<file path="config.mk">
export PLATFORM = sky130hd
export DESIGN_NAME = spi_osd_slave
export DESIGN_NICKNAME = d
export VERILOG_FILES = /design/src/osd_pkg.sv /design/src/spi_osd_slave.sv
export SDC_FILE = /design/constraint.sdc
export NUM_CORES = 1
export LEC_CHECK = 0
export ABC_AREA = 1
export BUFFER_PORTS_ARGS = -buffer_cell sky130_fd_sc_hd__buf_2
export CAP_MARGIN = 20
export CORE_ASPECT_RATIO = 1.2
export CORE_MARGIN = 1.5
export CORE_UTILIZATION = 55
export CTS_CLUSTER_SIZE = 8
export DETAILED_ROUTE_END_ITERATION = 12
export PLACE_DENSITY = 0.72
export SKIP_LAST_GASP = 1
export SYNTH_ARGS = -nofsm -noshare
export SYNTH_HDL_FRONTEND = slang
export SYNTH_SLANG_ARGS = --single-unit
</file>
<file path="constraint.sdc">
create_clock -name i_clk_pixel -period 2.23 [get_ports i_clk_pixel]
set_clock_uncertainty 0.1 [all_clocks]
set_input_delay 0.446 -clock i_clk_pixel [delete_from_list [all_inputs] [get_ports i_clk_pixel]]
set_output_delay 0.446 -clock i_clk_pixel [all_outputs]
set_load 0.02 [all_outputs]
</file>
<file path="src/osd_pkg.sv">
package osd_pkg;

  // glyph cell size, font RAM is laid out as code*CELL_H + row
  localparam int CELL_W = 8;
  localparam int CELL_H = 8;

  // one pixel of parallel video
  typedef struct packed {
    logic [7:0] r;
    logic [7:0] g;
    logic [7:0] b;
    logic       hsync;  // active high
    logic       vsync;  // active high
    logic       blank;
  } video_t;

  localparam video_t VIDEO_RESET = '{r: 8'h00, g: 8'h00, b: 8'h00,
                                     hsync: 1'b0, vsync: 1'b0, blank: 1'b1};

  typedef struct packed {
    logic [9:0] red;
    logic [9:0] green;
    logic [9:0] blue;
  } tmds_t;

  // DVI control symbols, indexed by {c1, c0}
  localparam logic [9:0] TMDS_CTRL [4] = '{10'b1101010100, 10'b0010101011,
                                           10'b0101010100, 10'b1010101011};

  typedef struct packed {
    logic       enable;
    logic       transparent;
    logic [2:0] fg_colour;  // r g b
    logic [2:0] rsvd;
  } osd_ctrl_t;

  localparam logic TGT_CHAR = 1'b0;
  localparam logic TGT_FONT = 1'b1;

  typedef struct packed {
    logic        valid;
    logic        target;  // TGT_CHAR or TGT_FONT
    logic [15:0] addr;
    logic [7:0]  data;
  } mem_wr_t;

  typedef enum logic [7:0] {
    OP_WRITE_CHAR = 8'd1,
    OP_WRITE_FONT = 8'd2,
    OP_SET_CTRL   = 8'd3
  } osd_opcode_e;

  typedef enum logic [2:0] {
    ST_OPCODE,
    ST_ADDR_HI,
    ST_ADDR_LO,
    ST_DATA,
    ST_IGNORE
  } spi_state_e;

endpackage

</file>
<file path="src/spi_osd_slave.sv">
`timescale 1ns/10ps
module spi_osd_slave
(
  input  logic               i_clk_pixel,
  input  logic               i_rst_n,
  input  logic               i_spi_csn,
  input  logic               i_spi_sclk,
  input  logic               i_spi_mosi,
  output osd_pkg::mem_wr_t   o_wr,
  output osd_pkg::osd_ctrl_t o_ctrl
);
  import osd_pkg::*;

  logic [1:0]  csn_sync;
  logic [1:0]  sclk_sync;
  logic [1:0]  mosi_sync;
  logic        sclk_prev;
  logic        sclk_rise;
  logic [2:0]  bit_cnt;
  logic [6:0]  shift_q;
  logic [7:0]  rx_byte;
  logic        byte_done;
  spi_state_e  state_q;
  osd_opcode_e op_q;
  logic [15:0] addr_q;

  // two-flop synchronisers into the pixel clock domain
  always_ff @(posedge i_clk_pixel or negedge i_rst_n)
  begin
    if (!i_rst_n)
    begin
      csn_sync  <= 2'b11;
      sclk_sync <= 2'b00;
      mosi_sync <= 2'b00;
      sclk_prev <= 1'b0;
    end
    else
    begin
      csn_sync  <= {csn_sync[0], i_spi_csn};
      sclk_sync <= {sclk_sync[0], i_spi_sclk};
      mosi_sync <= {mosi_sync[0], i_spi_mosi};
      sclk_prev <= sclk_sync[1];
    end
  end

  assign sclk_rise = sclk_sync[1] & ~sclk_prev & ~csn_sync[1];
  assign rx_byte   = {shift_q, mosi_sync[1]};  // msb first
  assign byte_done = sclk_rise && (bit_cnt == 3'd7);

  always_ff @(posedge i_clk_pixel or negedge i_rst_n)
  begin
    if (!i_rst_n)
    begin
      bit_cnt <= 3'd0;
      shift_q <= 7'd0;
      state_q <= ST_OPCODE;
      op_q    <= OP_WRITE_CHAR;
      addr_q  <= 16'd0;
      o_wr    <= '0;
      o_ctrl  <= '0;  // osd off
    end
    else
    begin
      o_wr.valid <= 1'b0;
      if (csn_sync[1])
      begin
        // deselect aborts whatever was in flight
        state_q <= ST_OPCODE;
        bit_cnt <= 3'd0;
      end
      else if (sclk_rise)
      begin
        bit_cnt <= bit_cnt + 3'd1;
        shift_q <= rx_byte[6:0];
      end
      if (!csn_sync[1] && byte_done)
      begin
        case (state_q)
          ST_OPCODE:
          begin
            case (rx_byte)
              OP_WRITE_CHAR, OP_WRITE_FONT:
              begin
                op_q    <= osd_opcode_e'(rx_byte);
                state_q <= ST_ADDR_HI;
              end
              OP_SET_CTRL:
              begin
                op_q    <= OP_SET_CTRL;
                state_q <= ST_DATA;
              end
              default: state_q <= ST_IGNORE;  // unknown opcode
            endcase
          end
          ST_ADDR_HI:
          begin
            addr_q[15:8] <= rx_byte;
            state_q      <= ST_ADDR_LO;
          end
          ST_ADDR_LO:
          begin
            addr_q[7:0] <= rx_byte;
            state_q     <= ST_DATA;
          end
          ST_DATA:
          begin
            if (op_q == OP_SET_CTRL)
            begin
              o_ctrl  <= osd_ctrl_t'(rx_byte);
              state_q <= ST_IGNORE;  // rest of the burst dropped
            end
            else
            begin
              o_wr.valid  <= 1'b1;
              o_wr.target <= (op_q == OP_WRITE_FONT) ? TGT_FONT : TGT_CHAR;
              o_wr.addr   <= addr_q;
              o_wr.data   <= rx_byte;
              addr_q      <= addr_q + 16'd1;  // burst auto increment
            end
          end
          default: state_q <= ST_IGNORE;
        endcase
      end
    end
  end

endmodule

</file>
==> impl_metrics.py <==
metrics = {
    "layout": {
        "mostFrequentLayoutCell": "nand2_1",
        "drive_above_1_share_pct": 16.18,
        "num_antenna_cells": 0,
        "fill_cells": 550,
        "fin_nets": 479,
        "area_delta_synth_final_pct": 14.83,
        "final_cell_mix": "nand2_1, dfrtp_1, inv_1",
    },
    "grt": {
        "track_usage_pct": 23.06,
        "grt_pass1_vias": 2784,
        "grt_overflow": 0,
        "antenna_found_initial": 0,
        "grt_max_degree": 37,
        "grt_pass1_wl_um": 12420,
    },
    "synthesis": {
        "ys_types": 31,
        "yosys-top-cells-area": "dfrtp_1, nand2_1, o21ai_0",
        "yosysSeqAreaShare_pct": 55.58,
        "yosysTopAreaCell": "dfrtp_1",
        "ys_ff_latch": 78,
        "synth_area_sq_um": 3518,
        "yosys.area.top_type_share_pct": 53.34,
        "yosysWarningCount": 0,
        "synth.avg_cell_area_sq_um": 8.279,
        "syn_inst": 425,
        "synth-edff-count": 0,
        "synthArstFlopShare_pct": 100.0,
        "synth_ff_type": "dfrtp_1",
        "syn_nets": 433,
    },
    "pwr": {
        "power_mw": 2.870,
        "power_density_nw_per_um2": 710.4,
        "p_leak_nw": 2.110,
        "irDropWorstVdd_uv": 452.7,
    },
    "critical_path": {
        "r2r-end": "addr_q[1]",
        "timing.critical_path.from_type": "register",
        "worstReg2RegStart": "bit_cnt[0]",
        "cp.arrival_ns": 2.08,
        "critical_path_required_ns": 2.37,
        "end_kind": "register",
        "critPathKind": "register to register",
        "r2r_slack_ns": 0.29,
        "path_max_fanout": 12,
        "worst-r2r-cell-count": 9,
    },
    "detailed_routing": {
        "dr.pass1.iters": 5,
        "drtAntennaViolNets": 0,
        "routed-via-count": 2848,
        "initialDrtViolationCount": 166,
        "routed_wirelength_um": 7244,
        "avgViaCountPerCell": 5.104,
        "wire_per_inst_um": 12.98,
        "drcViolationCount": 0,
    },
    "hold_path": {
        "whs_path_depth": 1,
        "holdPathEnd": "csn_sync[0]",
        "min_from": "i_spi_csn",
        "min_path_type": "input pin to register",
    },
    "cts": {
        "clkSlewWorstSetupHoldPaths_ns": 0.08,
        "postCtsSetupBuffers": 0,
        "numCtsBuffers": 9,
        "holdBufCountCts": 1,
        "cts_tree": "yes",
        "post_cts_resized": 0,
        "cts_buffer_depth": 2,
        "htreeDepth": 3,
        "worstSkewPairLatency_ns": 0.35,
        "root_buffer": "clkbuf_8",
        "cts_sinks": 78,
    },
    "floorplanning": {
        "die-height_um": 90.62,
        "rows": 31,
        "die_area_sq_um": 6888,
        "dieWidth_um": 76.01,
        "start_util_pct": 57.78,
        "core_sq_um": 6090,
        "ios": 39,
    },
    "timing": {
        "hold_viol": 0,
        "drv_slew": 0,
        "clock.fmax_mhz": 515.3,
        "fin_crit_sh_pct": 87.02,
        "worst_pin_slew_ns": 0.5104,
        "maxSlewHeadroom_pct": 65.88,
        "setup_tns_ns": 0,
        "rsz0062_at_grt": "no",
        "period_minus_slack_ns": 1.941,
        "setup_viol": 0,
    },
    "place": {
        "place_hpwl_um": 5122,
        "place_congestion": 0.8592,
        "numPortBuffers": 38,
    },
    "flow_run": {
        "drv_cap": 0,
    },
    "outcome": {
        "status": "completed",
    },
}
## layout make-up
cell class	count	area (sq um)	area share (%)
clock buffer	12	155.1	3.840
tap	82	102.6	2.539
multi-input combinational	288	1325	32.80
timing repair buffer	45	247.7	6.132
sequential	78	1956	48.41
clock inverter	4	70.07	1.734
inverter	49	183.9	4.552
## stage by stage
stage                     cell area [sq um]  worst slack (ns)  hold slack, ns  util (%)  std cells
after detailed placement               3805            0.3239          0.2347     62.48        541
after floorplan                        3518            0.6244         0.05041         -        425
after global routing                   4040            0.1467         0.07495     66.34        558
final                                  4040            0.2895         0.09033     66.34        558
after global placement                 3805            0.4066          0.2331     62.48        541
after CTS                              4040            0.2755         0.07620     66.34        558
## critical path, stage by stage, from the launching register on
cell and delay, ns:
dfrtp_1 0.37, ha_1 0.16, ha_1 0.15, nand4_2 0.16, inv_2 0.18, nand3_4 0.12, o21ai_2 0.22, inv_1 0.19
nand2_1 0.11, nand2_1 0.06
## Yosys cell counts, types with 2 or more instances
master and number:
nor2_1 21, inv_1 44, inv_2 5, dfstp_2 3
ha_1 3, buf_4 2, buf_2 6, dfrtp_1 75
nand4_1 7, nand3_1 19, a21oi_1 4, o21ai_1 15
nand2_2 2, nor3_1 2, o21ai_0 41, nand2_1 161
## worst max-delay path by stage
| stage | to | cells past startpoint | slack, ns | start |
|---|---|---|---|---|
| finish | addr_q[1] | 9 | 0.29 | bit_cnt[0] |
| detailed placement | addr_q[2] | 9 | 0.32 | bit_cnt[0] |
| CTS | addr_q[1] | 9 | 0.28 | bit_cnt[0] |
| global route | addr_q[1] | 9 | 0.15 | bit_cnt[0] |
| global placement | addr_q[4] | 9 | 0.41 | bit_cnt[0] |
| floorplan | state_q[1] | 9 | 0.62 | bit_cnt[0] |
## sequential cells by signal, summed over array words and instances (netlist names)
| signal | flops |
|---|---|
| csn_sync | 2 |
| shift_q | 7 |
| mosi_sync | 2 |
| op_q | 8 |
| sclk_prev | 1 |
| bit_cnt | 3 |
| state_q | 3 |
| sclk_sync | 2 |
| o_wr | 26 |
| addr_q | 16 |
| o_ctrl | 8 |
## power by group
group / internal [mW] / switching [mW] / total, mW
Sequential: 1.45 / 0.0338 / 1.49
Clock: 0.688 / 0.498 / 1.19
Combinational: 0.0574 / 0.140 / 0.197
Total: 2.20 / 0.671 / 2.87
## cells by family (layout without fill, tap and decap cells)
| family | after synthesis | in the layout | share of synthesized area, % |
|---|---|---|---|
| AND/OR/NAND/NOR | 219 | 219 | 26.46 |
| flip-flops | 78 | 78 | 55.58 |
| AO/OA/AOI/OAI | 64 | 64 | 9.637 |
| buffers and inverters | 59 | 110 | 6.757 |
| adder cells (fa/ha/maj) | 3 | 3 | 1.067 |
| XOR/XNOR | 2 | 2 | 0.4980 |
## metal layers
metal	wire, um	global-route usage, %
met1	3196	27.73
met5	0	0
met3	225	3.333
met2	3616	39.94
met4	206	12.50
No activity file was read; power rests on OpenSTA's default activity.
