## config.mk

```make
export PLATFORM = sky130hd
export DESIGN_NAME = tmds_encoder
export DESIGN_NICKNAME = d
export VERILOG_FILES = /design/src/osd_pkg.sv /design/src/tmds_encoder.sv
export SDC_FILE = /design/constraint.sdc
export NUM_CORES = 1
export LEC_CHECK = 0
export BUFFER_PORTS_ARGS = -buffer_cell sky130_fd_sc_hd__clkbuf_2
export CAP_MARGIN = 20
export CORE_UTILIZATION = 54
export CTS_BUF_LIST = sky130_fd_sc_hd__clkbuf_2 sky130_fd_sc_hd__clkbuf_4 sky130_fd_sc_hd__clkbuf_8
export DETAILED_ROUTE_END_ITERATION = 8
export HOLD_SLACK_MARGIN = 0.03
export PLACE_DENSITY = 0.79
export REMOVE_ABC_BUFFERS = 1
export SLEW_MARGIN = 40
export SYNTH_ARGS = -nofsm -noshare
export SYNTH_HDL_FRONTEND = slang
export SYNTH_SLANG_ARGS = --single-unit
```

## constraint.sdc

```tcl
create_clock -name i_clk_pixel -period 2 [get_ports i_clk_pixel]
set_input_delay 0 -clock i_clk_pixel [delete_from_list [all_inputs] [get_ports i_clk_pixel]]
set_output_delay 0 -clock i_clk_pixel [all_outputs]
set_load 0.02 [all_outputs]
```

## src/osd_pkg.sv

```systemverilog
package osd_pkg;

  // glyph cell size, font RAM is laid out as code*CELL_H + row
  localparam int CELL_W = 8;
  localparam int CELL_H = 8;

  // one pixel of parallel video
  typedef struct packed {
    logic [7:0] r;
    logic [7:0] g;
    logic [7:0] b;
    logic       hsync;  // active high
    logic       vsync;  // active high
    logic       blank;
  } video_t;

  localparam video_t VIDEO_RESET = '{r: 8'h00, g: 8'h00, b: 8'h00,
                                     hsync: 1'b0, vsync: 1'b0, blank: 1'b1};

  typedef struct packed {
    logic [9:0] red;
    logic [9:0] green;
    logic [9:0] blue;
  } tmds_t;

  // DVI control symbols, indexed by {c1, c0}
  localparam logic [9:0] TMDS_CTRL [4] = '{10'b1101010100, 10'b0010101011,
                                           10'b0101010100, 10'b1010101011};

  typedef struct packed {
    logic       enable;
    logic       transparent;
    logic [2:0] fg_colour;  // r g b
    logic [2:0] rsvd;
  } osd_ctrl_t;

  localparam logic TGT_CHAR = 1'b0;
  localparam logic TGT_FONT = 1'b1;

  typedef struct packed {
    logic        valid;
    logic        target;  // TGT_CHAR or TGT_FONT
    logic [15:0] addr;
    logic [7:0]  data;
  } mem_wr_t;

  typedef enum logic [7:0] {
    OP_WRITE_CHAR = 8'd1,
    OP_WRITE_FONT = 8'd2,
    OP_SET_CTRL   = 8'd3
  } osd_opcode_e;

  typedef enum logic [2:0] {
    ST_OPCODE,
    ST_ADDR_HI,
    ST_ADDR_LO,
    ST_DATA,
    ST_IGNORE
  } spi_state_e;

endpackage

```

## src/tmds_encoder.sv

```systemverilog
`timescale 1ns/10ps
module tmds_encoder
(
  input  logic       i_clk_pixel,
  input  logic       i_rst_n,
  input  logic [7:0] i_data,
  input  logic [1:0] i_ctrl,
  input  logic       i_blank,
  output logic [9:0] o_symbol
);
  import osd_pkg::*;

  logic [3:0]        n1_data;
  logic              use_xnor;
  logic [8:0]        q_m;
  logic [3:0]        n1_qm;
  logic signed [4:0] diff_qm;  // ones minus zeros in q_m[7:0]
  logic signed [4:0] disp_q;
  logic signed [4:0] disp_d;
  logic [9:0]        sym_d;

  function automatic logic [3:0] count_ones(input logic [7:0] v);
    logic [3:0] n;
    n = 4'd0;
    for (int i = 0; i < 8; i++)
      n = n + {3'b000, v[i]};
    return n;
  endfunction

  assign n1_data  = count_ones(i_data);
  assign use_xnor = (n1_data > 4'd4) || (n1_data == 4'd4 && !i_data[0]);

  // transition minimising stage
  always_comb
  begin
    q_m[0] = i_data[0];
    for (int i = 1; i < 8; i++)
      q_m[i] = use_xnor ? ~(q_m[i-1] ^ i_data[i]) : (q_m[i-1] ^ i_data[i]);
    q_m[8] = ~use_xnor;
  end

  assign n1_qm   = count_ones(q_m[7:0]);
  assign diff_qm = $signed({1'b0, n1_qm}) - $signed({1'b0, 4'd8 - n1_qm});

  // dc balance, invert when it pulls disparity back toward zero
  always_comb
  begin
    if (disp_q == 5'sd0 || diff_qm == 5'sd0)
    begin
      sym_d  = {~q_m[8], q_m[8], q_m[8] ? q_m[7:0] : ~q_m[7:0]};
      disp_d = q_m[8] ? disp_q + diff_qm : disp_q - diff_qm;
    end
    else if ((disp_q > 0 && diff_qm > 0) || (disp_q < 0 && diff_qm < 0))
    begin
      sym_d  = {1'b1, q_m[8], ~q_m[7:0]};
      disp_d = disp_q - diff_qm + (q_m[8] ? 5'sd2 : 5'sd0);
    end
    else
    begin
      sym_d  = {1'b0, q_m[8], q_m[7:0]};
      disp_d = disp_q + diff_qm - (q_m[8] ? 5'sd0 : 5'sd2);
    end
  end

  always_ff @(posedge i_clk_pixel or negedge i_rst_n)
  begin
    if (!i_rst_n)
    begin
      o_symbol <= TMDS_CTRL[0];
      disp_q   <= 5'sd0;
    end
    else if (i_blank)
    begin
      o_symbol <= TMDS_CTRL[i_ctrl];
      disp_q   <= 5'sd0;  // balance restarts each active run
    end
    else
    begin
      o_symbol <= sym_d;
      disp_q   <= disp_d;
    end
  end

endmodule

```

==> results.toml, run 1 <==
[yosys]
synth_cells = 190
synthArstFlopShare_pct = 100.0
yosysSeqAreaShare_pct = 21.42
synth_top_flop_cell = "dfrtp_1"
syn_area_um2 = 1782
ys_warn_count = 0
synth_edf_count = 0
synth-seq-cells = 15
netlist-cell-type-count = 50
avgSynthCellArea_um2 = 9.377

[cts]
cts.sinks = 15
cts_root_buffer = "clkbuf_4"
h-tree-depth = 1
cts_buffer_depth = 2
cts_buffers = 3

[placed_design]
port_buffers = 22
dp_hpwl_mm = 3.405
dp_cells = 307
place.gp.congestion = 0.8960

[die]
dieHeight_um = 59.44
rows = 20
io_pins = 23
start_util_pct = 57.42
chipWidth_um = 59.44

[status]
outcome = "did not finish"
error = "[ERROR DPL-0038] Utilization greater than 100%, impossible to legalize"
lastStage = "global routing (5_1_grt)"

[global_route]
grt_max_degree = 16

[timing]
worstEpCategory = "sequential cell input"
postGrtWorstEndpoint = "disp_q[3]$_DFF_PN0_/D"
## per-stage QoR
step	area [um^2]	setup slack [ps]
3_3_place_gp	2332	-5660
4_1_cts	2955	-5140
3_5_place_dp	2332	-5929
2_1_floorplan	1762	-5739
## logic make-up after synthesis
| logic type | count (synthesis) | share of synthesized area (%) |
|---|---|---|
| and+or+nand+nor | 33 | 9.832 |
| buffers and inverters | 34 | 7.654 |
| DFF | 15 | 21.42 |
| adders and majority gates | 31 | 25.56 |
| xor gates and xnor gates | 25 | 14.82 |
| muxes | 3 | 1.685 |
| AOI/OAI and AO/OA | 49 | 19.03 |
## cell usage after synthesis, drive strengths merged, types with 3 or more instances
cell,number,area share (%)
xnor2,19,11
o21ai,10,2.8
xor2,6,3.4
inv,31,6.5
nand2,8,1.7
nor2,7,1.5
dfstp,5,7.4
ha,22,15
fa,9,10
a21oi,10,3.0
mux2i,3,1.7
a21o,5,2.1
nand3,4,1.1
a31oi,4,1.4
dfrtp,10,14
## what timing repair did
action / CTS
endpoints found under the hold margin: 16
hold buffers: 2
buffers inserted: 55
gates resized for setup: 41
pin swaps: 33
endpoints found under the setup margin: 14
==> inputs of run 2 (changes only) <==
--- a/config.mk
+++ b/config.mk
@@ -7,11 +7,9 @@
 export LEC_CHECK = 0
 export BUFFER_PORTS_ARGS = -buffer_cell sky130_fd_sc_hd__clkbuf_2
 export CAP_MARGIN = 20
-export CORE_UTILIZATION = 54
-export CTS_BUF_LIST = sky130_fd_sc_hd__clkbuf_2 sky130_fd_sc_hd__clkbuf_4 sky130_fd_sc_hd__clkbuf_8
+export CORE_UTILIZATION = 40
 export DETAILED_ROUTE_END_ITERATION = 8
-export HOLD_SLACK_MARGIN = 0.03
-export PLACE_DENSITY = 0.79
+export PLACE_DENSITY_LB_ADDON = 0.15
 export REMOVE_ABC_BUFFERS = 1
 export SLEW_MARGIN = 40
 export SYNTH_ARGS = -nofsm -noshare
==> constraint.sdc (replaced) <==
create_clock -name i_clk_pixel -period 2.6 [get_ports i_clk_pixel]
set_input_delay 0 -clock i_clk_pixel [delete_from_list [all_inputs] [get_ports i_clk_pixel]]
set_output_delay 0 -clock i_clk_pixel [all_outputs]
set_load 0.02 [all_outputs]
==> run 2 against run 1 <==
The flow now finishes, with violations (negative setup slack). Area after synthesis unchanged. Synthesized cell count unchanged.
==> results.toml, run 2 <==
[yosys]
synthArstFlopShare_pct = 100.0
synth.largest_area_cell = "ha_1"
synthMuxAreaShare_pct = 1.685
synth_cells = 190
synth_top_flop_cell = "dfrtp_1"
synth.most_common_cell = "inv_1"
yosysSeqAreaShare_pct = 21.42
synth_simple_gate_area_share_pct = 9.831
synthTopCellsByArea = "ha_1 15%, dfrtp_1 14%, fa_1 10%"
synth_compound_area_share_pct = 19.03
synth_edf_count = 0
synthAdderAreaFrac_pct = 25.56
syn_area_um2 = 1782
synth_top_family_by_area = "adder cells"
synth-seq-cells = 15
synth_top_area_share_pct = 15.45
synth_commonest_cells = "30 x inv_1, 22 x ha_1, 17 x xnor2_1"
netlist-cell-type-count = 50
ys_warn_count = 0
avgSynthCellArea_um2 = 9.377
synth_xor_area_share_pct = 14.82

[global_route]
gr-total-overflow = 0
grt_max_degree = 16
grtUsageTotal_pct = 22.76
antenna_found_initial = 0
grt_pass1_vias = 1888
grt_pass1_wl_mm = 8.107

[critical_path]
crit_path_start = "i_data[0]"
r2r-end = "o_symbol[6]"
critPathKind = "in2reg"
crit_required_ps = 2730
crit_fanout = 4
regToRegStartpoint = "disp_q[2]"
r2r_setup_slack_ps = 450
cp_slowest_cell = "fa_1"
end_kind = "flop"
reg2regPathDepth = 5
crit_path_max_incr_delay_ps = 560
arrival_ps = 7370
cp-start-kind = "input pin"
path_common_cell = "fa_1"
critPathCapture = "disp_q[4]"

[finish]
diodes = 0
largest_register_ffs = 10
regMostFlops = "o_symbol"
final_common_cell = "buf_4"
postLayoutCoreUtil_pct = 72.46
final_cell_mix = "63 x buf_4, 23 x inv_1, 20 x clkbuf_2, 17 x ha_1, 14 x buf_6"
finalNetCount = 335
area_growth_pct = 68.54
reg.largest.list = "o_symbol (10), disp_q (5)"
nFillCells = 290
finalInstanceArea_um2 = 3003
layout-drive-gt1-share_pct = 58.28

[cts]
h-tree-depth = 1
cts_buffer_depth = 2
clkTransAtPathRegs_ps = 60
clock_latency_ps = 250
cts_tree = "built"
cts_root_buffer = "clkbuf_8"
cts.sinks = 15
cts_buffers = 3

[drt]
route.detailed.drc = 0
detail_route.vias_per_cell = 5.294
dr.pass1.iters = 4
wl_per_cell_um = 15.81
drt_wl_total_mm = 5.377
drt_iter0_markers = 68
vias = 1800
antenna_left = 0

[timing]
maxSlewHeadroom_pct = 62.88
min_period_over_period_pct = 278.5
final-hold-violation-count = 0
slew_viol_final = 0
fin_crit_ps = 7240
max_freq_mhz = 138.1
rsz0062_at_grt = "true"
worst_clock_skew_ps = 2.233
worst_pin_slew_ps = 556.8
layout_setup_ws_ps = -4640
finalSetupViolCount = 14
hold_slack_ps = 102.0

[placed_design]
port_buffers = 22
place_area_um2 = 2340
place.gp.congestion = 0.8799
dp_hpwl_mm = 3.689

[job]
drv_cap = 0

[die]
die_area_um2 = 4725
start_util_pct = 43.00
core_area_um2 = 4144
dieHeight_um = 68.74
io_pins = 23
chipWidth_um = 68.74
rows = 23

[worst_hold_path]
hp-class = "in2reg"

[status]
violations = "negative setup slack"
outcome = "complete, but fails checks"
## run 2: cell counts after synthesis
Identical to the previous run, type by type.
## run 2: routing by layer
metal | wire [um] | vias to the layer above | track usage, %
met4 | 107 | 0 | 4.847
li1 | - | 856 | -
met5 | 0 | - | 0
met2 | 2986 | 36 | 43.75
met3 | 164 | 10 | 3.454
met1 | 2118 | 898 | 26.27
## run 2: worst max-delay path: cells and delay by family
kind                       cells  cell delay [ps]
and+or+nand+nor                4              640
xor gates and xnor gates       2              310
adders and majority gates     12             4920
AOI/OAI and AO/OA              6              990
buffers and inverters          8              500
## run 2: cell families (layout without fill, tap and decap cells)
group / count (synthesis) / after routing
fa+ha+maj: 31 / 31
buf+inv: 34 / 134
mux: 3 / 3
simple gates: 33 / 33
xor+xnor: 25 / 25
compound gates: 49 / 49
flops: 15 / 15
## run 2: through the flow
| stage | TNS, ps | cells | worst slack [ps] |
|---|---|---|---|
| after CTS | -58090 | 337 | -4626 |
| after global routing | -62340 | 340 | -4857 |
| after global placement | -63070 | 313 | -5139 |
| final | -59490 | 340 | -4640 |
| after floorplan | -64510 | 187 | -5139 |
| after detailed placement | -66610 | 313 | -5398 |
## run 2: worst min-delay path by stage
stage,startpoint,to,depth (start not counted)
after floorplan,i_rst_n,disp_q[0],0
after CTS,i_blank,o_symbol[8],2
after global routing,i_blank,o_symbol[8],2
after global placement,i_rst_n,disp_q[3],1
after detailed placement,i_rst_n,disp_q[3],1
final,i_blank,o_symbol[8],2
## run 2: what timing repair did
| item | in CTS | in global routing |
|---|---|---|
| resized for setup | 63 | 32 |
| pin swaps | 30 | 14 |
| hold buffers | 1 | 0 |
| endpoints found under the hold margin | 15 | 0 |
| setup buffers | 21 | 6 |
| setup endpoints to repair | 14 | 14 |
## run 2: area by class of cell
type | instances | area (um^2) | share of cell area, %
clock buffer | 3 | 41.29 | 1.375
clock inverter | 1 | 5.005 | 0.1667
tap | 50 | 62.56 | 2.083
timing repair buffer | 99 | 755.7 | 25.17
sequential | 15 | 381.6 | 12.71
multi-input combinational | 141 | 1635 | 54.46
inverter | 31 | 121.4 | 4.042
Power of run 2 is not shown: default switching activity piles up to over one toggle a cycle in this logic, so the estimate is an artifact.
