==> src/osd_pkg.sv <==
package osd_pkg;

  // glyph cell size, font RAM is laid out as code*CELL_H + row
  localparam int CELL_W = 8;
  localparam int CELL_H = 8;

  // one pixel of parallel video
  typedef struct packed {
    logic [7:0] r;
    logic [7:0] g;
    logic [7:0] b;
    logic       hsync;  // active high
    logic       vsync;  // active high
    logic       blank;
  } video_t;

  localparam video_t VIDEO_RESET = '{r: 8'h00, g: 8'h00, b: 8'h00,
                                     hsync: 1'b0, vsync: 1'b0, blank: 1'b1};

  typedef struct packed {
    logic [9:0] red;
    logic [9:0] green;
    logic [9:0] blue;
  } tmds_t;

  // DVI control symbols, indexed by {c1, c0}
  localparam logic [9:0] TMDS_CTRL [4] = '{10'b1101010100, 10'b0010101011,
                                           10'b0101010100, 10'b1010101011};

  typedef struct packed {
    logic       enable;
    logic       transparent;
    logic [2:0] fg_colour;  // r g b
    logic [2:0] rsvd;
  } osd_ctrl_t;

  localparam logic TGT_CHAR = 1'b0;
  localparam logic TGT_FONT = 1'b1;

  typedef struct packed {
    logic        valid;
    logic        target;  // TGT_CHAR or TGT_FONT
    logic [15:0] addr;
    logic [7:0]  data;
  } mem_wr_t;

  typedef enum logic [7:0] {
    OP_WRITE_CHAR = 8'd1,
    OP_WRITE_FONT = 8'd2,
    OP_SET_CTRL   = 8'd3
  } osd_opcode_e;

  typedef enum logic [2:0] {
    ST_OPCODE,
    ST_ADDR_HI,
    ST_ADDR_LO,
    ST_DATA,
    ST_IGNORE
  } spi_state_e;

endpackage

==> src/vga_timing.sv <==
`timescale 1ns/10ps
module vga_timing
#(
  parameter int H_ACTIVE = 640,
  parameter int H_FRONT  = 16,
  parameter int H_SYNC   = 96,
  parameter int H_BACK   = 48,
  parameter int V_ACTIVE = 480,
  parameter int V_FRONT  = 10,
  parameter int V_SYNC   = 2,
  parameter int V_BACK   = 33
)
(
  input  logic            i_clk_pixel,
  input  logic            i_rst_n,
  output osd_pkg::video_t o_video,
  output logic [10:0]     o_x,
  output logic [10:0]     o_y
);
  import osd_pkg::*;

  localparam int H_TOTAL   = H_ACTIVE + H_FRONT + H_SYNC + H_BACK;
  localparam int V_TOTAL   = V_ACTIVE + V_FRONT + V_SYNC + V_BACK;
  localparam int H_SYNC_ON = H_ACTIVE + H_FRONT;
  localparam int V_SYNC_ON = V_ACTIVE + V_FRONT;

  logic [10:0] h_cnt;
  logic [10:0] v_cnt;
  logic        h_last;
  logic        active;

  assign h_last = (h_cnt == 11'(H_TOTAL - 1));
  assign active = (h_cnt < 11'(H_ACTIVE)) && (v_cnt < 11'(V_ACTIVE));

  always_ff @(posedge i_clk_pixel or negedge i_rst_n)
  begin
    if (!i_rst_n)
    begin
      h_cnt <= 11'd0;
      v_cnt <= 11'd0;
    end
    else
    begin
      h_cnt <= h_last ? 11'd0 : h_cnt + 11'd1;
      if (h_last)
      begin
        // next line, wrap after the last line of the frame
        if (v_cnt == 11'(V_TOTAL - 1))
          v_cnt <= 11'd0;
        else
          v_cnt <= v_cnt + 11'd1;
      end
    end
  end

  // pixel and its coordinates leave on the same edge
  always_ff @(posedge i_clk_pixel or negedge i_rst_n)
  begin
    if (!i_rst_n)
    begin
      o_video <= VIDEO_RESET;
      o_x     <= 11'd0;
      o_y     <= 11'd0;
    end
    else
    begin
      o_x           <= h_cnt;
      o_y           <= v_cnt;
      o_video.hsync <= (h_cnt >= 11'(H_SYNC_ON)) && (h_cnt < 11'(H_SYNC_ON + H_SYNC));
      o_video.vsync <= (v_cnt >= 11'(V_SYNC_ON)) && (v_cnt < 11'(V_SYNC_ON + V_SYNC));
      o_video.blank <= ~active;
      o_video.r     <= active ? h_cnt[7:0] : 8'h00;  // horizontal ramp
      o_video.g     <= active ? v_cnt[7:0] : 8'h00;  // vertical ramp
      o_video.b     <= active ? (h_cnt[7:0] ^ v_cnt[7:0]) : 8'h00;
    end
  end

endmodule

==> config.mk <==
export PLATFORM = sky130hd
export DESIGN_NAME = vga_timing
export DESIGN_NICKNAME = d
export VERILOG_FILES = /design/src/osd_pkg.sv /design/src/vga_timing.sv
export SDC_FILE = /design/constraint.sdc
export NUM_CORES = 1
export LEC_CHECK = 0
export BUFFER_PORTS_ARGS = -buffer_cell sky130_fd_sc_hd__buf_4
export CAP_MARGIN = 40
export CORE_MARGIN = 1.5
export CORE_UTILIZATION = 40
export CTS_CLUSTER_DIAMETER = 30
export DETAILED_ROUTE_END_ITERATION = 8
export PLACE_DENSITY = 0.69
export SLEW_MARGIN = 10
export SYNTH_ARGS = -nofsm -noshare
export SYNTH_HDL_FRONTEND = slang
export SYNTH_SLANG_ARGS = --single-unit
==> constraint.sdc <==
create_clock -name i_clk_pixel -period 1.5 [get_ports i_clk_pixel]
set_input_delay 0.45 -clock i_clk_pixel [delete_from_list [all_inputs] [get_ports i_clk_pixel]]
set_output_delay 0.45 -clock i_clk_pixel [all_outputs]
set_load 0.005 [all_outputs]
==> key figures, run 1 <==
Clocking
  • # clock sinks: 71
  • Clock root cell: clkbuf_8
  • # hold bufs at CTS: 0
  • Clock buffer count from CTS: 9
  • Clk slew on worst S/H paths: 0.07 ns
  • H-tree depth: 3
  • Clk_lat worst skew: 0.35 ns
  • TritonCTS clock tree: yes
  • Longest Clk Path Bufs: 2

Outcome
  • Outcome: complete, but fails checks
  • Failing checks: setup timing

Power
  • VDD IR-drop max: 0.8233 mV
  • P per Cell Area: 930.2 nW/um2
  • Leakage power: 0.001840 uW

Timing
  • Setup slack after layout: -0.1128 ns
  • Final hold vios: 0
  • Least-Margin Pin Slew: 0.3575 ns
  • Unrepaired setup endpoints after global routing: true
  • Total negative setup slack: -0.9195 ns
  • Normalized max-slew margin: 76.17%
  • Worst Skew: 0.008345 ns
  • Fmax: 620.0 MHz
  • Post-route fraction of the period consumed by the critical path: 107.5%
  • Min Tclk post-route: 1.613 ns
  • Fin. max-slew vios: 0
  • Final Setup Violations: 13

Yosys
  • Syn_area_per_cell: 13.06 um2
  • Synth cell count leaders: dfrtp_1 (70), nor2_1 (19), and2_1 (13), xnor2_1 (13), nand3_1 (10)
  • EDFF count, synth: 0
  • Sequential fraction of the synthesis area: 66.71%
  • Count leader, synth: dfrtp_1
  • Post-Syn Area: 2665 um2
  • Synth async-reset ratio: 100.0%
  • Post-synthesis register bit count: 71
  • Syn nets: 209
  • Top cell type's share of synthesized area: 65.73%
  • Synth Warn #: 0
  • Largest cells by area after synthesis: dfrtp_1 (66%), xnor2_1 (4.3%), and2_1 (3.1%), nor2_1 (2.7%), xor2_1 (2.3%)
  • Gate Count Post-Synth: 204
  • Prevailing post-synth register cell: dfrtp_1
  • Leading area contributor after synthesis: dfrtp_1
  • Synth cell types: 38

Critical path
  • WP data required: 1.76 ns
  • Critical path peak fanout: 5
  • Depth of the most critical reg-to-reg path: 5
  • End point of the critical path: v_cnt[4]
  • Reg2reg end: v_cnt[4]
  • Startpoint Class: flop
  • Worst path cell trace: nor4b_4 -> buf_4 -> and3_4 -> nand2_4 -> o31ai_2
  • Critical Path Sink Type: flop
  • Slowest stage cell on the critical path: dfrtp_1
  • Worst setup path start: h_cnt[7]
  • CP arrival: 1.87 ns
  • CP peak stage delay: 0.43 ns
  • R2R Setup Slk: -0.11 ns
  • Crit Path Class: flop to flop
  • Worst r2r src: h_cnt[7]

Route
  • Routed Antenna Nets: 0
  • Detailed Route WL: 5.690 mm
  • Router iterations before antenna repair: 4
  • Wire length on met3: 361 um
  • Initial detailed-routing violation count: 91
  • DR vias/cell: 5.059
  • DR vias: 1887
  • Post-Route M1 WL: 2.449 mm
  • DR WL/cell: 15.25 um
  • WL met2: 2.766 mm
  • Residual DRC: 0
  • DR top layer: met4

Worst hold path
  • Worst hold path type: input pin to asynchronous set/reset pin

Global routing
  • Largest net degree at the start of global routing: 72
  • Gr usage total: 16.89%
  • First-pass GRT wire length: 9.197 mm
  • Vias in the first global route: 1910
  • Initial antenna violation count: 0
  • Overflow after GRT: 0

Floorplanning
  • Chip height: 84.63 um
  • Area of the die: 7161 um2
  • Initial Utilization: 41.73%
  • Core Box Area: 6386 um2
  • Die width: 84.63 um
  • Row count: 29
  • I/O pins: 51

Layout
  • # nets final: 298
  • Core Util, Final: 56.68%
  • Share of cells above drive strength 1: 42.23%
  • Area delta synth->final: 35.82%
  • Fillcell total: 554
  • N_diodes: 0

Run
  • Max-cap violations: 0

Place
  • Pre-CTS WS: -0.1537 ns
  • GPL Wtd Cong: 0.8315
  • DP Wirelength: 3.831 mm
  • IO buf count: 50
[cells by family after synthesis]
group                      count (synthesis)  share of synthesized area, %
adders and majority gates                  3                         1.409
xor gates and xnor gates                  20                         6.573
AOI/OAI and AO/OA                         16                         3.521
buffers and inverters                     18                         4.929
DFF                                       71                         66.71
and+or+nand+nor                           76                         16.86
[final cells by class]
cell class / count / area [um2] / share of cell area [%]
clock buffer: 14 / 182.7 / 5.047
sequential: 71 / 1778 / 49.12
inverter: 5 / 18.77 / 0.5185
tap: 77 / 96.34 / 2.662
multi-input combinational: 115 / 819.5 / 22.64
timing repair buffer: 91 / 724.4 / 20.01
[registers in the layout, indices dropped and copies added (netlist names)]
| name | flops |
|---|---|
| o_video | 27 |
| h_cnt | 11 |
| o_x | 11 |
| o_y | 11 |
| v_cnt | 11 |
[cell usage in the layout (no fill, tap or decap), types with 2 or more instances in the layout]
master / n
and4_1: 2
inv_1: 4
nor2_2: 2
o31ai_2: 2
o21ai_1: 2
nor4_1: 2
nand4_1: 6
xor2_1: 7
xnor2_1: 13
and2_1: 13
and3_4: 2
nor3_1: 2
o21ai_0: 5
a21oi_2: 2
dfrtp_1: 70
buf_4: 87
clkbuf_8: 13
nand3_1: 10
nand4b_1: 2
nor2_1: 17
buf_12: 3
nand2_1: 6
ha_1: 2
[worst min path at each step]
stage,to,slack [ns],from,cells past startpoint
4_1_cts,o_y[2],0.11,i_rst_n,2
6_report,v_cnt[10],0.10,i_rst_n,2
2_1_floorplan,h_cnt[0],0.15,i_rst_n,0
5_1_grt,o_y[0],0.12,i_rst_n,2
3_3_place_gp,o_y[8],0.46,v_cnt[8],0
3_5_place_dp,o_x[9],0.48,h_cnt[9],0
[worst max-delay path, delay by kind of cell (launching register included)]
kind,cells,cell delay (ns)
AOI/OAI and AO/OA,1,0.23
buffers and inverters,1,0.18
DFF,1,0.43
and+or+nand+nor,3,0.70
[per-layer routing]
| metal | vias to the layer above | global-route usage, % |
|---|---|---|
| li1 | 857 | - |
| met3 | 11 | 7.375 |
| met2 | 58 | 26.12 |
| met5 | - | 0 |
| met4 | 0 | 6.452 |
| met1 | 961 | 21.03 |
[per-stage QoR]
stage,area [um2],total power (uW),std cells,hold slack (ns)
global placement,3321,1996,352,0.4600
global route,3620,3482,373,0.1248
CTS,3553,3404,369,0.1137
detailed placement,3321,1996,352,0.4775
finish,3620,3367,373,0.1033
floorplan,2671,1951,204,0.1544
[report_power, final]
group / leakage (uW) / switching, uW / total, uW / internal (uW)
Sequential: 0.000945 / 0 / 1910 / 1910
Clock: 0.0000946 / 646 / 1410 / 764
Combinational: 0.000801 / 34.9 / 42.1 / 7.19
Total: 0.00184 / 681 / 3370 / 2690
[what timing repair did]
item | 4_1_cts | 5_1_grt
gates resized for setup | 8 | 10
pin swaps | 8 | 2
endpoints found under the setup margin | 11 | 20
setup buffers | 3 | 4
No activity file was read; power rests on OpenSTA's default activity.
==> inputs of run 2 (changes only) <==
Settings changed: BUFFER_PORTS_ARGS -buffer_cell sky130_fd_sc_hd__buf_4 to -buffer_cell sky130_fd_sc_hd__buf_2, CORE_MARGIN 1.5 to default, CORE_UTILIZATION 40 to 49, PLACE_DENSITY 0.69 to 0.81.
==> key figures, run 2 (synthesis gave the netlist of run 1 again) <==
Outcome
  • Outcome: complete, but fails checks
  • Failing checks: setup timing

Timing
  • Final Setup Violations: 14 (+1)
  • Setup slack after layout: -0.06671 ns (+0.04609 ns)
  • Worst Skew: 0.005040 ns (-0.003305 ns)
  • Normalized max-slew margin: 75.91% (-0.26 points)
  • Total negative setup slack: -0.4195 ns (+0.5000 ns)
  • Least-Margin Pin Slew: 0.3580 ns (+0.0005956 ns)
  • Min Tclk post-route: 1.567 ns (-0.04609 ns)
  • Final hold vios: 0 (unchanged)
  • Post-route fraction of the period consumed by the critical path: 104.4% (-3.1 points)
  • Fin. max-slew vios: 0 (unchanged)
  • Unrepaired setup endpoints after global routing: true
  • Fmax: 638.3 MHz (+2.9%)

Critical path
  • Worst path cell trace: nor4b_4 -> buf_4 -> nand4_1 -> buf_4 -> xnor2_1
  • Largest delay share family, worst path: simple AND/OR/NAND/NOR gates
  • Critical Path Sink Type: flop
  • Crit Path Class: flop to flop
  • Slowest stage cell on the critical path: dfrtp_1
  • Crit-path most repeated cell: buf_4
  • CP peak stage delay: 0.42 ns (about the same)
  • Critical path peak fanout: 4 (-1)
  • CP arrival: 1.79 ns (-0.08 ns)
  • WP data required: 1.73 ns (-0.03 ns)
  • CP bufs+invs: 2 (+1)
  • Startpoint Class: flop

Clocking
  • H-tree depth: 3 (unchanged)
  • # hold bufs at CTS: 0 (unchanged)
  • Clock root cell: clkbuf_8
  • Clock buffer count from CTS: 9 (unchanged)
  • TritonCTS clock tree: yes
  • Clk_lat worst skew: 0.34 ns (about the same)
  • Longest Clk Path Bufs: 2 (unchanged)
  • # clock sinks: 71 (unchanged)
  • Clk slew on worst S/H paths: 0.07 ns (about the same)

Floorplanning
  • Area of the die: 5738 um2 (-20%)
  • Row count: 26 (-10%)
  • Core Box Area: 5172 um2 (-19%)
  • I/O pins: 51 (unchanged)
  • Initial Utilization: 51.52% (+9.8 points)
  • Die width: 75.75 um (-10%)
  • Chip height: 75.75 um (-10%)

Layout
  • Fillcell total: 376 (-32%)
  • Largest register by flop count: o_video
  • Share of cells above drive strength 1: 41.75% (-0.48 points)
  • N_diodes: 0 (unchanged)
  • Layout Cell Area excl Fill: 3470 um2 (-4.1%)
  • # nets final: 297 (-0.34%)
  • Most frequent cells in the layout: dfrtp_1 (70), buf_2 (50), buf_4 (36)
  • Max reg flops: 27 (unchanged)
  • Commonest non-fill, non-tap cell in the layout: dfrtp_1
  • Area delta synth->final: 30.19%

Power
  • Leakage power: 0.001810 uW (-1.6%)
  • P per Cell Area: 992.4 nW/um2 (+6.7%)
  • VDD IR-drop max: 0.6484 mV (-21%)

Route
  • Residual DRC: 0 (unchanged)
  • Initial detailed-routing violation count: 224 (+150%)
  • Router iterations before antenna repair: 4 (unchanged)
  • Detailed Route WL: 5.408 mm (-5.0%)
  • DR vias/cell: 5.060 (about the same)
  • DR WL/cell: 14.74 um (-3.4%)
  • Routed Antenna Nets: 0 (unchanged)
  • DR vias: 1857 (-1.6%)

Global routing
  • Gr usage total: 20.67% (+3.8 points)
  • Initial antenna violation count: 0 (unchanged)
  • Vias in the first global route: 1692 (-11%)
  • Largest net degree at the start of global routing: 72 (unchanged)
  • First-pass GRT wire length: 8.300 mm (-9.8%)
  • Overflow after GRT: 0 (unchanged)

Worst hold path
  • Worst hold path type: input pin to asynchronous set/reset pin

Place
  • GPL Wtd Cong: 0.8138 (-2.1%)
  • DP Wirelength: 3.439 mm (-10%)
  • IO buf count: 50 (unchanged)
  • Placed cell areas: 3139 um2 (-5.5%)

Run
  • Max-cap violations: 0 (unchanged)
-- run 2: final timing paths --
| path | startpoint | end | slack (ns) | cells after the start |
|---|---|---|---|---|
| worst max-delay path | h_cnt[7] | v_cnt[6] | -0.07 | 5 |
| worst min-delay path | i_rst_n | v_cnt[8] | 0.11 | 2 |
| worst max register to register | h_cnt[7] | v_cnt[6] | -0.07 | 5 |
| worst min register to register | v_cnt[2] | o_y[2] | 0.48 | 0 |
| max in group asynchronous | i_rst_n | o_video[0] | 1.04 | 2 |
| min in group i_clk_pixel | v_cnt[2] | o_y[2] | 0.48 | 0 |
-- run 2: power by group --
group          switching [uW]  total, uW  internal (uW)
logic                    35.1       41.5           6.44
clock network             685       1490            803
registers                   0       1910           1910
-- run 2: final cells by class --
cell class / count / area (um2) / share of cell area, %
clock inverter: 6 / 60.06 / 1.731
tap: 70 / 87.58 / 2.524
timing repair buffer: 90 / 574.3 / 16.55
inverter: 5 / 22.52 / 0.6491
sequential: 71 / 1778 / 51.24
clock buffer: 10 / 137.6 / 3.967
multi-input combinational: 115 / 809.5 / 23.33
-- run 2: metrics by stage --
stage                     instances  setup slack (ns)  power (uW)  util (%)  hold slack, ns
after floorplan                 204           -0.1168        1951         -          0.1544
after global placement          342          0.009981        1994     60.69          0.4604
after detailed placement        342           -0.1906        1994     60.69          0.4570
after CTS                       362          -0.05067        3475     65.38          0.1341
after global routing            367           -0.1500        3554     67.08          0.1463
final                           367          -0.06671        3443     67.08          0.1092
-- run 2: per-layer routing --
layer / wire length, um / share of wire (%) / up-vias / GRT usage [%]
li1: - / - / 860 / -
met1: 2319 / 43 / 907 / 26.81
met2: 2607 / 48 / 78 / 30.19
met3: 333 / 6.2 / 12 / 4.762
met4: 148 / 2.7 / 0 / 15.64
met5: 0 / 0 / - / 0
-- run 2: timing repair --
action | 4_1_cts | 5_1_grt
endpoints found under the setup margin | 9 | 23
gates cloned | 0 | 0
pin swaps | 6 | 6
setup buffers | 4 | 5
gates resized for setup | 3 | 16
==> inputs of run 3 (changes only) <==
Settings changed: ABC_AREA from default to 1.
==> key figures, run 3 <==
Timing
  • Unrepaired setup endpoints after global routing: false
  • Final Setup Violations: 0 (-14)
  • Fin. max-slew vios: 0 (unchanged)
  • Worst Skew: 0.009377 ns (+0.004337 ns)
  • Fmax: 716.8 MHz (+12%)
  • Final hold vios: 0 (unchanged)
  • Post-route fraction of the period consumed by the critical path: 93.01% (-11 points)
  • Least-Margin Pin Slew: 0.4006 ns (+0.04253 ns)
  • Total negative setup slack: 0 ns (+0.4195 ns)
  • Normalized max-slew margin: 73.29% (-2.6 points)
  • Min Tclk post-route: 1.395 ns (-0.1716 ns)
  • Setup slack after layout: 0.1049 ns (+0.1716 ns)

Yosys
  • Synth async-reset ratio: 100.0% (unchanged)
  • XOR/XNOR Fraction of Synth Area: 2.565% (-4.0 points)
  • Largest family of logic cells by synthesized area: simple AND/OR/NAND/NOR gates
  • Top cell type's share of synthesized area: 64.13% (-1.6 points)
  • Syn nets: 275 (+32%)
  • EDFF count, synth: 0 (unchanged)
  • Synth cell types: 22 (-42%)
  • Gate Count Post-Synth: 270 (+32%)
  • Leading area contributor after synthesis: dfrtp_1
  • Synth Warn #: 0 (unchanged)
  • Count leader, synth: dfrtp_1
  • Proportion of synthesized area in mux cells: 0% (unchanged)
  • Post-Syn Area: 2731 um2 (+2.5%)
  • Synth cell count leaders: dfrtp_1 (70), nand2_1 (54), inv_1 (38), nor2_1 (33), nand3_1 (17)
  • Compound-Gate Fraction of Synth Area: 3.573% (+0.052 points)
  • Post-Synth Adder-Cell Area: 1.374% (-0.034 points)
  • Largest cells by area after synthesis: dfrtp_1 (64%), nand2_1 (7.4%), inv_1 (5.2%), nor2_1 (4.5%), nand3_1 (3.1%)
  • Sequential fraction of the synthesis area: 65.09% (-1.6 points)
  • Simple-Gate Fraction of Synth Area: 20.75% (+3.9 points)
  • Post-synthesis register bit count: 71 (unchanged)
  • Syn_area_per_cell: 10.12 um2 (-23%)
  • Prevailing post-synth register cell: dfrtp_1

Power
  • Reg power frac: 59.5% (+3.9 points)
  • P per Cell Area: 942.5 nW/um2 (-5.0%)
  • VDD IR-drop max: 0.4829 mV (-26%)
  • Power Total: 3216 uW (-6.6%)
  • Comb pwr share: 1.5% (+0.3 points)
  • Switching power: 687.7 uW (-4.5%)
  • Leakage power: 0.001910 uW (+5.5%)
  • Switching share of power: 21.39% (+0.48 points)
  • Internal Power: 2528 uW (-7.2%)
  • Power share of the clock group: 39.0% (-4.2 points)

Floorplanning
  • Initial Utilization: 52.15% (+0.63 points)
  • Row count: 26 (unchanged)
  • Chip height: 76.66 um (+1.2%)
  • Core Box Area: 5238 um2 (+1.3%)
  • Area of the die: 5877 um2 (+2.4%)
  • I/O pins: 51 (unchanged)
  • Die width: 76.66 um (+1.2%)

Critical path
  • Depth of the most critical reg-to-reg path: 6 (+1)
  • Worst path cell trace: buf_2
  • Slowest stage cell on the critical path: dfstp_2
  • Worst r2r src: h_cnt[1]
  • CP peak stage delay: 0.52 ns (+0.10 ns)
  • Critical Path Sink Type: primary output
  • Crit Path Class: flop to primary output
  • WP data required: 1.05 ns (-0.68 ns)
  • Reg2reg end: v_cnt[2]
  • Startpoint Class: flop
  • Largest delay share family, worst path: flip-flops
  • CP bufs+invs: 1 (-1)
  • Critical path peak fanout: 1 (-3)
  • CP arrival: 0.95 ns (-0.84 ns)
  • Cell count along the critical path: 1 (-4)
  • R2R Setup Slk: 0.11 ns (+0.18 ns)

Run
  • Max-cap violations: 0 (unchanged)

Place
  • GPL Wtd Cong: 0.8514 (+4.6%)
  • Pre-CTS WS: 0.05093 ns (+0.2415 ns)
  • IO buf count: 50 (unchanged)
  • DP Wirelength: 3.994 mm (+16%)

Route
  • DR vias: 2060 (+11%)
  • Routed Antenna Nets: 0 (unchanged)
  • DR WL/cell: 13.12 um (-11%)
  • Router iterations before antenna repair: 4 (unchanged)
  • Initial detailed-routing violation count: 196 (-13%)
  • Detailed Route WL: 5.537 mm (+2.4%)
  • Residual DRC: 0 (unchanged)
  • DR vias/cell: 4.882 (-3.5%)

Clocking
  • Clock root cell: clkbuf_8
  • # clock sinks: 71 (unchanged)
  • # hold bufs at CTS: 0 (unchanged)
  • TritonCTS clock tree: yes
  • Clk_lat worst skew: 0.33 ns (about the same)
  • H-tree depth: 3 (unchanged)
  • Clk slew on worst S/H paths: 0.07 ns (about the same)
  • Longest Clk Path Bufs: 2 (unchanged)
  • Clock buffer count from CTS: 9 (unchanged)

Layout
  • Commonest non-fill, non-tap cell in the layout: dfrtp_1
  • Most frequent cells in the layout: dfrtp_1 (68), nand2_1 (54), buf_2 (50)
  • Largest register by flop count: o_video
  • Share of cells above drive strength 1: 27.56% (-14 points)
  • Max reg flops: 27 (unchanged)
  • N_diodes: 0 (unchanged)
  • Area delta synth->final: 24.92%
  • # nets final: 352 (+19%)

Global routing
  • First-pass GRT wire length: 9.246 mm (+11%)
  • Initial antenna violation count: 0 (unchanged)
  • Vias in the first global route: 1944 (+15%)
  • Largest net degree at the start of global routing: 34 (-53%)
  • Gr usage total: 20.64% (-0.029 points)
  • Overflow after GRT: 0 (unchanged)

Worst hold path
  • Worst hold path type: input pin to asynchronous set/reset pin

Outcome
  • Outcome: finished, final reports clean
## run 3: cell types whose count changed in the layout (fill, tap and decap cells not counted), moves of 4 or more
cell / before / now
buf_4: 36 / 17
and2_1: 13 / 0
clkbuf_1: 0 / 4
xnor2_1: 13 / 0
nor2_1: 19 / 32
nand3_1: 8 / 16
o21ai_0: 3 / 8
a21oi_1: 2 / 9
nand2_1: 6 / 54
inv_1: 4 / 37
## run 3: logic make-up after synthesis
logic type / after synthesis
simple gates: 124
compound gates: 19
fa+ha+maj: 3
flops: 71
buf+inv: 45
xor+xnor: 8
## run 3: final cells by class
type | instances | area [um2]
fill | 421 | 1826
multi-input combinational | 154 | 784.5
clock buffer | 13 | 138.9
clock inverter | 3 | 21.27
sequential | 71 | 1780
inverter | 40 | 150.1
timing repair buffer | 71 | 449.2
tap | 70 | 87.58
## run 3: how the worst max path moves through the flow
| stage | start | to |
|---|---|---|
| 6_report | o_video[0] | o_video[0] |
| 4_1_cts | v_cnt[1] | v_cnt[2] |
| 5_1_grt | h_cnt[1] | v_cnt[6] |
| 3_3_place_gp | v_cnt[0] | v_cnt[3] |
| 2_1_floorplan | h_cnt[0] | v_cnt[2] |
| 3_5_place_dp | v_cnt[1] | v_cnt[2] |
## run 3: what timing repair did
action                                  4_1_cts  5_1_grt
endpoints found under the setup margin        0       11
buffers inserted                              0        1
resized for setup                             0        9
## run 3: through the flow
| step | utilization (%) | instances | cell area, um2 | hold WS, ns |
|---|---|---|---|---|
| finish | 65.15 | 422 | 3412 | 0.03463 |
| global route | 65.15 | 422 | 3412 | 0.03999 |
| CTS | 64.50 | 420 | 3378 | 0.03730 |
| detailed placement | 61.44 | 404 | 3218 | 0.3987 |
| global placement | 61.44 | 404 | 3218 | 0.4017 |
| floorplan | - | 270 | 2731 | 0.1544 |
## run 3: power groups by stage
stage | clock network [uW] | logic (uW) | registers, uW
final | 1250 | 47.8 | 1910
after global routing | 1380 | 55.8 | 1910
after CTS | 1280 | 50.3 | 1910
after detailed placement | 0 | 50.5 | 1950
after global placement | 0 | 49.8 | 1950
after floorplan | 0 | 0.000537 | 1950
## run 3: routing by layer
layer / vias up / global-route usage [%] / share of wire [%]
met2: 68 / 31.87 / 49
met3: 9 / 3.690 / 4.9
li1: 1000 / - / -
met4: 0 / 10.38 / 1.3
met1: 983 / 28.13 / 45
met5: - / 0 / 0
